**config.mk**
```make
export PLATFORM = sky130hd
export DESIGN_NAME = ntt_controller
export DESIGN_NICKNAME = d
export VERILOG_FILES = /design/src/logic/ntt_cfg_pkg.sv /design/src/logic/ntt_ctrl_pkg.sv /design/src/logic/ntt_phase_fsm.sv /design/src/logic/twiddle_sched.sv /design/src/logic/ntt_controller.sv
export SDC_FILE = /design/constraint.sdc
export NUM_CORES = 1
export LEC_CHECK = 0
export BUFFER_PORTS_ARGS = -buffer_cell sky130_fd_sc_hd__buf_2
export CORE_MARGIN = 2
export CORE_UTILIZATION = 64
export CTS_CLUSTER_SIZE = 16
export DETAILED_ROUTE_END_ITERATION = 7
export PLACE_DENSITY = 0.84
export SLEW_MARGIN = 25
export SYNTH_ARGS = -nofsm -noshare
export SYNTH_HDL_FRONTEND = slang
export SYNTH_HIERARCHICAL = 1
export SYNTH_SLANG_ARGS = --single-unit
export TNS_END_PERCENT = 10
```
**constraint.sdc**
```tcl
create_clock -name clk -period 5.55 [get_ports clk]
set_input_delay 0.2775 -clock clk [delete_from_list [all_inputs] [get_ports clk]]
set_output_delay 0.2775 -clock clk [all_outputs]
set_load 0.005 [all_outputs]
```
**src/logic/ntt_cfg_pkg.sv**
```systemverilog
package ntt_cfg_pkg;

    // memory init wait, in cycles after reset
    localparam int DEGREE = 16;

    // accepted butterflies that close one iteration phase
    localparam int BU_PER_STAGE = 32;

    // group counts per iteration
    // ite0 runs as a single group
    localparam int ITE1_GROUPS = 16;
    localparam int ITE2_GROUPS = 2;

    // drain length is this value plus one
    localparam int DRAIN_CYCLES = 12;

    // width of all counters and of the depth index
    localparam int CNT_W = 8;

endpackage

```
**src/logic/ntt_ctrl_pkg.sv**
```systemverilog
package ntt_ctrl_pkg;

    typedef enum logic [3:0] {
        ph_reset,
        ph_idle,
        ph_ite0,
        ph_drain0,
        ph_ite1,
        ph_drain1,
        ph_ite2,
        ph_drain2,
        ph_finish
    } ntt_phase_e;

    // butterflies are only accepted in these
    function automatic logic is_iteration(ntt_phase_e ph);
        return (ph == ph_ite0) || (ph == ph_ite1) || (ph == ph_ite2);
    endfunction

    function automatic logic is_drain(ntt_phase_e ph);
        return (ph == ph_drain0) || (ph == ph_drain1) || (ph == ph_drain2);
    endfunction

endpackage

```
**src/logic/ntt_phase_fsm.sv**
```systemverilog
`timescale 1ns/1ps

module ntt_phase_fsm #(
    parameter int DEGREE       = ntt_cfg_pkg::DEGREE,
    parameter int BU_PER_STAGE = ntt_cfg_pkg::BU_PER_STAGE,
    parameter int DRAIN_CYCLES = ntt_cfg_pkg::DRAIN_CYCLES,
    parameter int CNT_W        = ntt_cfg_pkg::CNT_W
) (
    input  logic                     clk,
    input  logic                     rst,
    input  logic                     stage_last,
    input  logic                     rd_done,
    input  logic                     bf_done,
    output ntt_ctrl_pkg::ntt_phase_e phase,
    output logic                     tf_init_base,
    output logic                     tf_init_const,
    output logic                     agu_enable,
    output logic                     wr_enable,
    output logic                     bf_enable,
    output logic                     finished
);

    ntt_ctrl_pkg::ntt_phase_e next_phase;

    logic [CNT_W-1:0] init_cnt;
    logic             init_done;
    logic [CNT_W-1:0] drain_cnt;
    logic             drain_done;
    logic [CNT_W-1:0] agu_cnt;
    logic             agu_window;
    logic             in_iter;
    logic             in_drain;

    assign init_done  = (init_cnt == CNT_W'(DEGREE));
    assign drain_done = (drain_cnt == CNT_W'(DRAIN_CYCLES));
    assign agu_window = (agu_cnt != CNT_W'(BU_PER_STAGE));
    assign in_iter    = ntt_ctrl_pkg::is_iteration(phase);
    assign in_drain   = ntt_ctrl_pkg::is_drain(phase);

    always_ff @(posedge clk or posedge rst) begin
        if (rst) begin
            phase <= ntt_ctrl_pkg::ph_reset;
        end else begin
            phase <= next_phase;
        end
    end

    // init wait starts right after reset, then holds
    always_ff @(posedge clk or posedge rst) begin
        if (rst) begin
            init_cnt <= '0;
        end else if (!init_done) begin
            init_cnt <= init_cnt + 1'b1;
        end
    end

    // drain timer, zero on the first drain cycle
    always_ff @(posedge clk or posedge rst) begin
        if (rst) begin
            drain_cnt <= '0;
        end else if (in_drain && !drain_done) begin
            drain_cnt <= drain_cnt + 1'b1;
        end else begin
            drain_cnt <= '0;
        end
    end

    // address generator window, ite0 only
    always_ff @(posedge clk or posedge rst) begin
        if (rst) begin
            agu_cnt <= '0;
        end else if (phase == ntt_ctrl_pkg::ph_ite0) begin
            if (agu_window) begin
                agu_cnt <= agu_cnt + 1'b1;
            end
        end else begin
            agu_cnt <= '0;
        end
    end

    always_comb begin
        next_phase = phase;
        case (phase)
            ntt_ctrl_pkg::ph_reset: begin
                next_phase = ntt_ctrl_pkg::ph_idle;
            end
            ntt_ctrl_pkg::ph_idle: begin
                if (init_done) begin
                    next_phase = ntt_ctrl_pkg::ph_ite0;
                end
            end
            ntt_ctrl_pkg::ph_ite0: begin
                if (stage_last) begin
                    next_phase = ntt_ctrl_pkg::ph_drain0;
                end
            end
            ntt_ctrl_pkg::ph_drain0: begin
                if (drain_done) begin
                    next_phase = ntt_ctrl_pkg::ph_ite1;
                end
            end
            ntt_ctrl_pkg::ph_ite1: begin
                if (stage_last) begin
                    next_phase = ntt_ctrl_pkg::ph_drain1;
                end
            end
            ntt_ctrl_pkg::ph_drain1: begin
                if (drain_done) begin
                    next_phase = ntt_ctrl_pkg::ph_ite2;
                end
            end
            ntt_ctrl_pkg::ph_ite2: begin
                if (stage_last) begin
                    next_phase = ntt_ctrl_pkg::ph_drain2;
                end
            end
            ntt_ctrl_pkg::ph_drain2: begin
                if (drain_done) begin
                    next_phase = ntt_ctrl_pkg::ph_finish;
                end
            end
            ntt_ctrl_pkg::ph_finish: begin
                next_phase = ntt_ctrl_pkg::ph_finish;
            end
            default: begin
                next_phase = ntt_ctrl_pkg::ph_reset;
            end
        endcase
    end

    // twiddle base and constant load during the init wait
    assign tf_init_base  = (phase == ntt_ctrl_pkg::ph_idle);
    assign tf_init_const = (phase == ntt_ctrl_pkg::ph_idle);

    always_comb begin
        case (phase)
            ntt_ctrl_pkg::ph_ite0: agu_enable = agu_window;
            ntt_ctrl_pkg::ph_ite1: agu_enable = 1'b1;
            ntt_ctrl_pkg::ph_ite2: agu_enable = 1'b1;
            default:               agu_enable = 1'b0;
        endcase
    end

    // write back stays open while the pipeline drains
    assign wr_enable = in_drain || (in_iter && bf_done);
    assign bf_enable = (in_iter || in_drain) && rd_done;
    assign finished  = (phase == ntt_ctrl_pkg::ph_finish);

endmodule

```
**src/logic/twiddle_sched.sv**
```systemverilog
`timescale 1ns/1ps

module twiddle_sched #(
    parameter int BU_PER_STAGE = ntt_cfg_pkg::BU_PER_STAGE,
    parameter int ITE1_GROUPS  = ntt_cfg_pkg::ITE1_GROUPS,
    parameter int ITE2_GROUPS  = ntt_cfg_pkg::ITE2_GROUPS,
    parameter int CNT_W        = ntt_cfg_pkg::CNT_W
) (
    input  logic                     clk,
    input  logic                     rst,
    input  ntt_ctrl_pkg::ntt_phase_e phase,
    input  logic                     bn_out_valid,
    output logic                     tf_ren,
    output logic                     tf_wen,
    output logic [CNT_W-1:0]         tf_depth,
    output logic                     stage_last
);

    // butterflies per group in each iteration
    localparam int GRP1_SIZE = BU_PER_STAGE / ITE1_GROUPS;
    localparam int GRP2_SIZE = BU_PER_STAGE / ITE2_GROUPS;

    logic             in_iter;
    logic [CNT_W-1:0] bu_cnt;
    logic [CNT_W-1:0] grp_bu_cnt;
    logic [CNT_W-1:0] grp_size;
    logic             grp_last;

    assign in_iter = ntt_ctrl_pkg::is_iteration(phase);

    // one accepted butterfly per valid cycle
    assign tf_ren = in_iter && bn_out_valid;

    always_comb begin
        case (phase)
            ntt_ctrl_pkg::ph_ite1: grp_size = CNT_W'(GRP1_SIZE);
            ntt_ctrl_pkg::ph_ite2: grp_size = CNT_W'(GRP2_SIZE);
            default:               grp_size = CNT_W'(BU_PER_STAGE);
        endcase
    end

    assign stage_last = tf_ren && (bu_cnt == CNT_W'(BU_PER_STAGE - 1));
    assign grp_last   = tf_ren && (grp_bu_cnt == grp_size - 1'b1);

    // the final group ends with the phase, no twiddle update there
    assign tf_wen = grp_last && !stage_last;

    always_ff @(posedge clk or posedge rst) begin
        if (rst) begin
            bu_cnt     <= '0;
            grp_bu_cnt <= '0;
        end else if (!in_iter) begin
            bu_cnt     <= '0;
            grp_bu_cnt <= '0;
        end else if (tf_ren) begin
            if (stage_last) begin
                bu_cnt <= '0;
            end else begin
                bu_cnt <= bu_cnt + 1'b1;
            end
            if (grp_last) begin
                grp_bu_cnt <= '0;
            end else begin
                grp_bu_cnt <= grp_bu_cnt + 1'b1;
            end
        end
    end

    // depth index, ite2 alternates on a period of four
    always_comb begin
        tf_depth = '0;
        if (tf_ren) begin
            case (phase)
                ntt_ctrl_pkg::ph_ite1: begin
                    tf_depth = CNT_W'(1);
                end
                ntt_ctrl_pkg::ph_ite2: begin
                    case (bu_cnt[1:0])
                        2'd1:    tf_depth = CNT_W'(3);
                        2'd2:    tf_depth = CNT_W'(3);
                        default: tf_depth = CNT_W'(2);
                    endcase
                end
                default: begin
                    tf_depth = '0;
                end
            endcase
        end
    end

endmodule

```
**src/logic/ntt_controller.sv**
```systemverilog
`timescale 1ns/1ps

module ntt_controller #(
    parameter int DEGREE       = ntt_cfg_pkg::DEGREE,
    parameter int BU_PER_STAGE = ntt_cfg_pkg::BU_PER_STAGE,
    parameter int ITE1_GROUPS  = ntt_cfg_pkg::ITE1_GROUPS,
    parameter int ITE2_GROUPS  = ntt_cfg_pkg::ITE2_GROUPS,
    parameter int DRAIN_CYCLES = ntt_cfg_pkg::DRAIN_CYCLES,
    parameter int CNT_W        = ntt_cfg_pkg::CNT_W
) (
    input  logic             clk,
    input  logic             rst,
    input  logic             bn_out_valid,
    input  logic             rd_done,
    input  logic             bf_done,
    output logic             tf_init_base,
    output logic             tf_init_const,
    output logic             tf_ren,
    output logic             tf_wen,
    output logic [CNT_W-1:0] tf_depth,
    output logic             agu_enable,
    output logic             rd_enable,
    output logic             wr_enable,
    output logic             bf_enable,
    output logic             finished
);

    ntt_ctrl_pkg::ntt_phase_e phase;
    logic                     stage_last;

    ntt_phase_fsm #(
        .DEGREE       (DEGREE),
        .BU_PER_STAGE (BU_PER_STAGE),
        .DRAIN_CYCLES (DRAIN_CYCLES),
        .CNT_W        (CNT_W)
    ) u_fsm (
        .clk           (clk),
        .rst           (rst),
        .stage_last    (stage_last),
        .rd_done       (rd_done),
        .bf_done       (bf_done),
        .phase         (phase),
        .tf_init_base  (tf_init_base),
        .tf_init_const (tf_init_const),
        .agu_enable    (agu_enable),
        .wr_enable     (wr_enable),
        .bf_enable     (bf_enable),
        .finished      (finished)
    );

    twiddle_sched #(
        .BU_PER_STAGE (BU_PER_STAGE),
        .ITE1_GROUPS  (ITE1_GROUPS),
        .ITE2_GROUPS  (ITE2_GROUPS),
        .CNT_W        (CNT_W)
    ) u_twiddle (
        .clk          (clk),
        .rst          (rst),
        .phase        (phase),
        .bn_out_valid (bn_out_valid),
        .tf_ren       (tf_ren),
        .tf_wen       (tf_wen),
        .tf_depth     (tf_depth),
        .stage_last   (stage_last)
    );

    // memory read follows the twiddle read strobe
    assign rd_enable = tf_ren;

endmodule

```
==> results.json <==
{
  "initial_core_util_pct": 67.4,
  "required_ns": 5.27,
  "cts_made_buffers": 5,
  "fin_crit_sh_pct": 48.6,
  "nFillCells": 283,
  "yosysTopAreaCell": "dfrtp_1",
  "dpl_cell_area_um2": 2570,
  "crit-reg2reg-launch": "u_fsm/phase[2]$_DFFE_PP0P_",
  "netlist_instances": 261,
  "clockRootBuffer": "clkbuf_8",
  "arrival_ns": 2.42,
  "ys_warn_count": 6,
  "grt.overflow.total": 0,
  "ys_top_cells_by_area": "dfrtp_1 44%, xor2_1 5.2%, nor2_1 5.1%, ha_1 5.0%, xnor2_1 4.2%",
  "clk_latency_ns": 0.30,
  "pin_count": 22,
  "drtIter0Drc": 173,
  "hold_slack_ns": 0.0445,
  "diodes": 0,
  "async_flop_share_pct": 100,
  "final_common_cell": "dfrtp_1",
  "wl_per_cell_um": 14.2,
  "fmax_mhz": 370,
  "fin_nets": 289,
  "maxCapViolCount": 0,
  "rows": 22,
  "grt_pass1_vias": 1778,
  "cp-start-kind": "flop",
  "drtPass1Iterations": 4,
  "grt_pass1_wl_um": 7870,
  "die_w_um": 66.6,
  "pre_cts_ws_ns": 3.08,
  "post_cts_buffers": 0,
  "setup_ws_ns": 2.85,
  "wl_um": 4560,
  "cp_max_fo": 14,
  "ctsHoldBuffers": 0,
  "setup_viol": 0,
  "track_usage_pct": 23.6,
  "fin_crit_ns": 2.70,
  "power.leakage_uw": 0.00122,
  "tightest_slew_ns": 0.735,
  "num_vias": 1854,
  "synthesis.area_um2": 2510,
  "fin_worst_skew_ns": 0.0111,
  "synth-main-ff-cell": "dfrtp_1",
  "hold_path.class": "in -> async",
  "post_synth_num_cell_types": 49,
  "hpwl_um": 3320,
  "status": "completed",
  "chipHeight_um": 66.6,
  "area_delta_synth_final_pct": 5.84,
  "grt_max_degree": 29,
  "synth_edf_count": 0,
  "slew_headroom_pct": 50.8,
  "antenna_left": 0,
  "core_um2": 3720,
  "power_density_nw_per_um2": 370,
  "crit_path_end_kind": "output pin",
  "finalSetupTns_ns": 0,
  "startpoint": "u_fsm/phase[2]$_DFFE_PP0P_",
  "syn_avg_cell_area_um2": 9.60,
  "seq_area_frac_synth_pct": 43.9,
  "final_area_um2": 2650,
  "antenna_found_initial": 0,
  "synth_top_area_share_pct": 43.9,
  "io_buffers": 15,
  "cts.clk_slew.worst_paths_ns": 0.08,
  "drive_gt1_share_pct": 12.4,
  "ys_ff_latch": 44,
  "final_cell_mix": "44 x dfrtp_1, 34 x nor2_1, 22 x nand2_1, 16 x nand3_1",
  "htreeDepth": 2,
  "cts_tree": "done",
  "via_per_inst": 5.76,
  "dieArea_um2": 4430,
  "hold_viol": 0,
  "peakVddDrop_mv": 0.251,
  "cts_resized": 0,
  "cts_buffer_depth": 2,
  "cts_sinks": 44,
  "route.detailed.drc": 0,
  "slew_violations": 0,
  "gp_congestion": 0.816,
  "rsz0062_at_grt": "no",
  "worst-setup-path-type": "reg -> out",
  "reg2regPathDepth": 8
}
power by group:
group	internal [uW]	switching, uW	total (uW)
sequential	354	73.4	428
clock	85.6	101	187
combinational	156	212	368
routing by layer:
layer,global-route usage [%],wire length [um],vias to the layer above
li1,-,-,911
met3,6.25,174,14
met5,0,0,-
met1,30.2,2080,883
met4,11.2,150,0
met2,37.1,2160,46
kinds of logic (layout without fill, tap and decap cells):
group	count (synthesis)	count (layout)	synth area share [%]
simple gates	115	115	24.1
flops	44	44	43.9
compound gates	33	33	10.6
buf+inv	28	36	5.49
xor+xnor	27	27	9.44
fa+ha+maj	10	10	4.99
mux	3	3	1.25
other cells	1	6	0.150
critical path, cell delays in order, from the launching register on:
cell and delay, ns:
dfrtp_1 0.59, nor4b_4 0.31, inv_1 0.10, ha_1 0.32
xnor2_1 0.14, nor4b_2 0.27, nand3_1 0.15, nor2_1 0.12
buf_2 0.12
worst paths after layout:
path                                                       end  slack, ns
setup / recovery                                        tf_wen       2.85
hold / removal                    u_fsm/agu_cnt[6]$_DFFE_PP0P_       0.04
setup reg to reg           u_twiddle/grp_bu_cnt[7]$_DFFE_PP0P_       3.07
hold reg to reg                  u_fsm/init_cnt[7]$_DFFE_PP0P_       0.49
max in group asynchronous  u_twiddle/grp_bu_cnt[2]$_DFFE_PP0P_       5.11
min in group clk               u_twiddle/bu_cnt[2]$_DFFE_PP0P_       0.39
sequential cells by signal (all words and copies together) (netlist names):
signal                cells
u_fsm/init_cnt            8
u_twiddle/grp_bu_cnt      8
u_fsm/agu_cnt             8
u_fsm/drain_cnt           8
u_fsm/phase               4
u_twiddle/bu_cnt          8
synth_stat cells, types with 2 or more instances:
| library cell | count |
|---|---|
| o21ai_0 | 7 |
| xor2_1 | 15 |
| inv_1 | 14 |
| clkbuf_1 | 4 |
| o21ai_1 | 2 |
| buf_4 | 8 |
| a21oi_1 | 3 |
| or3_1 | 5 |
| mux2i_1 | 2 |
| nand2b_1 | 2 |
| dfrtp_1 | 44 |
| nor2_1 | 34 |
| nor2b_1 | 2 |
| o22ai_1 | 2 |
| and3_1 | 7 |
| nor3_1 | 5 |
| buf_2 | 2 |
| a31oi_1 | 2 |
| nor3b_1 | 3 |
| nand4_1 | 7 |
| nand2_1 | 22 |
| a311oi_1 | 2 |
| a211o_1 | 2 |
| o211ai_1 | 2 |
| ha_1 | 10 |
| nor4b_1 | 2 |
| a21o_1 | 2 |
| xnor2_1 | 12 |
| and2_1 | 2 |
| nand3_1 | 16 |
layout make-up:
type	instances	area [um^2]	share of cell area, %
clock buffer	6	72.6	2.74
clock inverter	1	5.00	0.189
inverter	14	52.6	1.98
multi-input combinational	194	1290	48.5
sequential	44	1100	41.5
tap	48	60.1	2.26
timing repair buffer	15	75.1	2.83
through the flow:
| stage | util, % | power (uW) | instances |
|---|---|---|---|
| after floorplan | - | 714 | 266 |
| after global placement | 69.3 | 784 | 315 |
| after detailed placement | 69.3 | 800 | 315 |
| after CTS | 71.4 | 991 | 322 |
| after global routing | 71.4 | 1060 | 322 |
| final | 71.4 | 982 | 322 |
No activity file was read; power rests on OpenSTA's default activity.
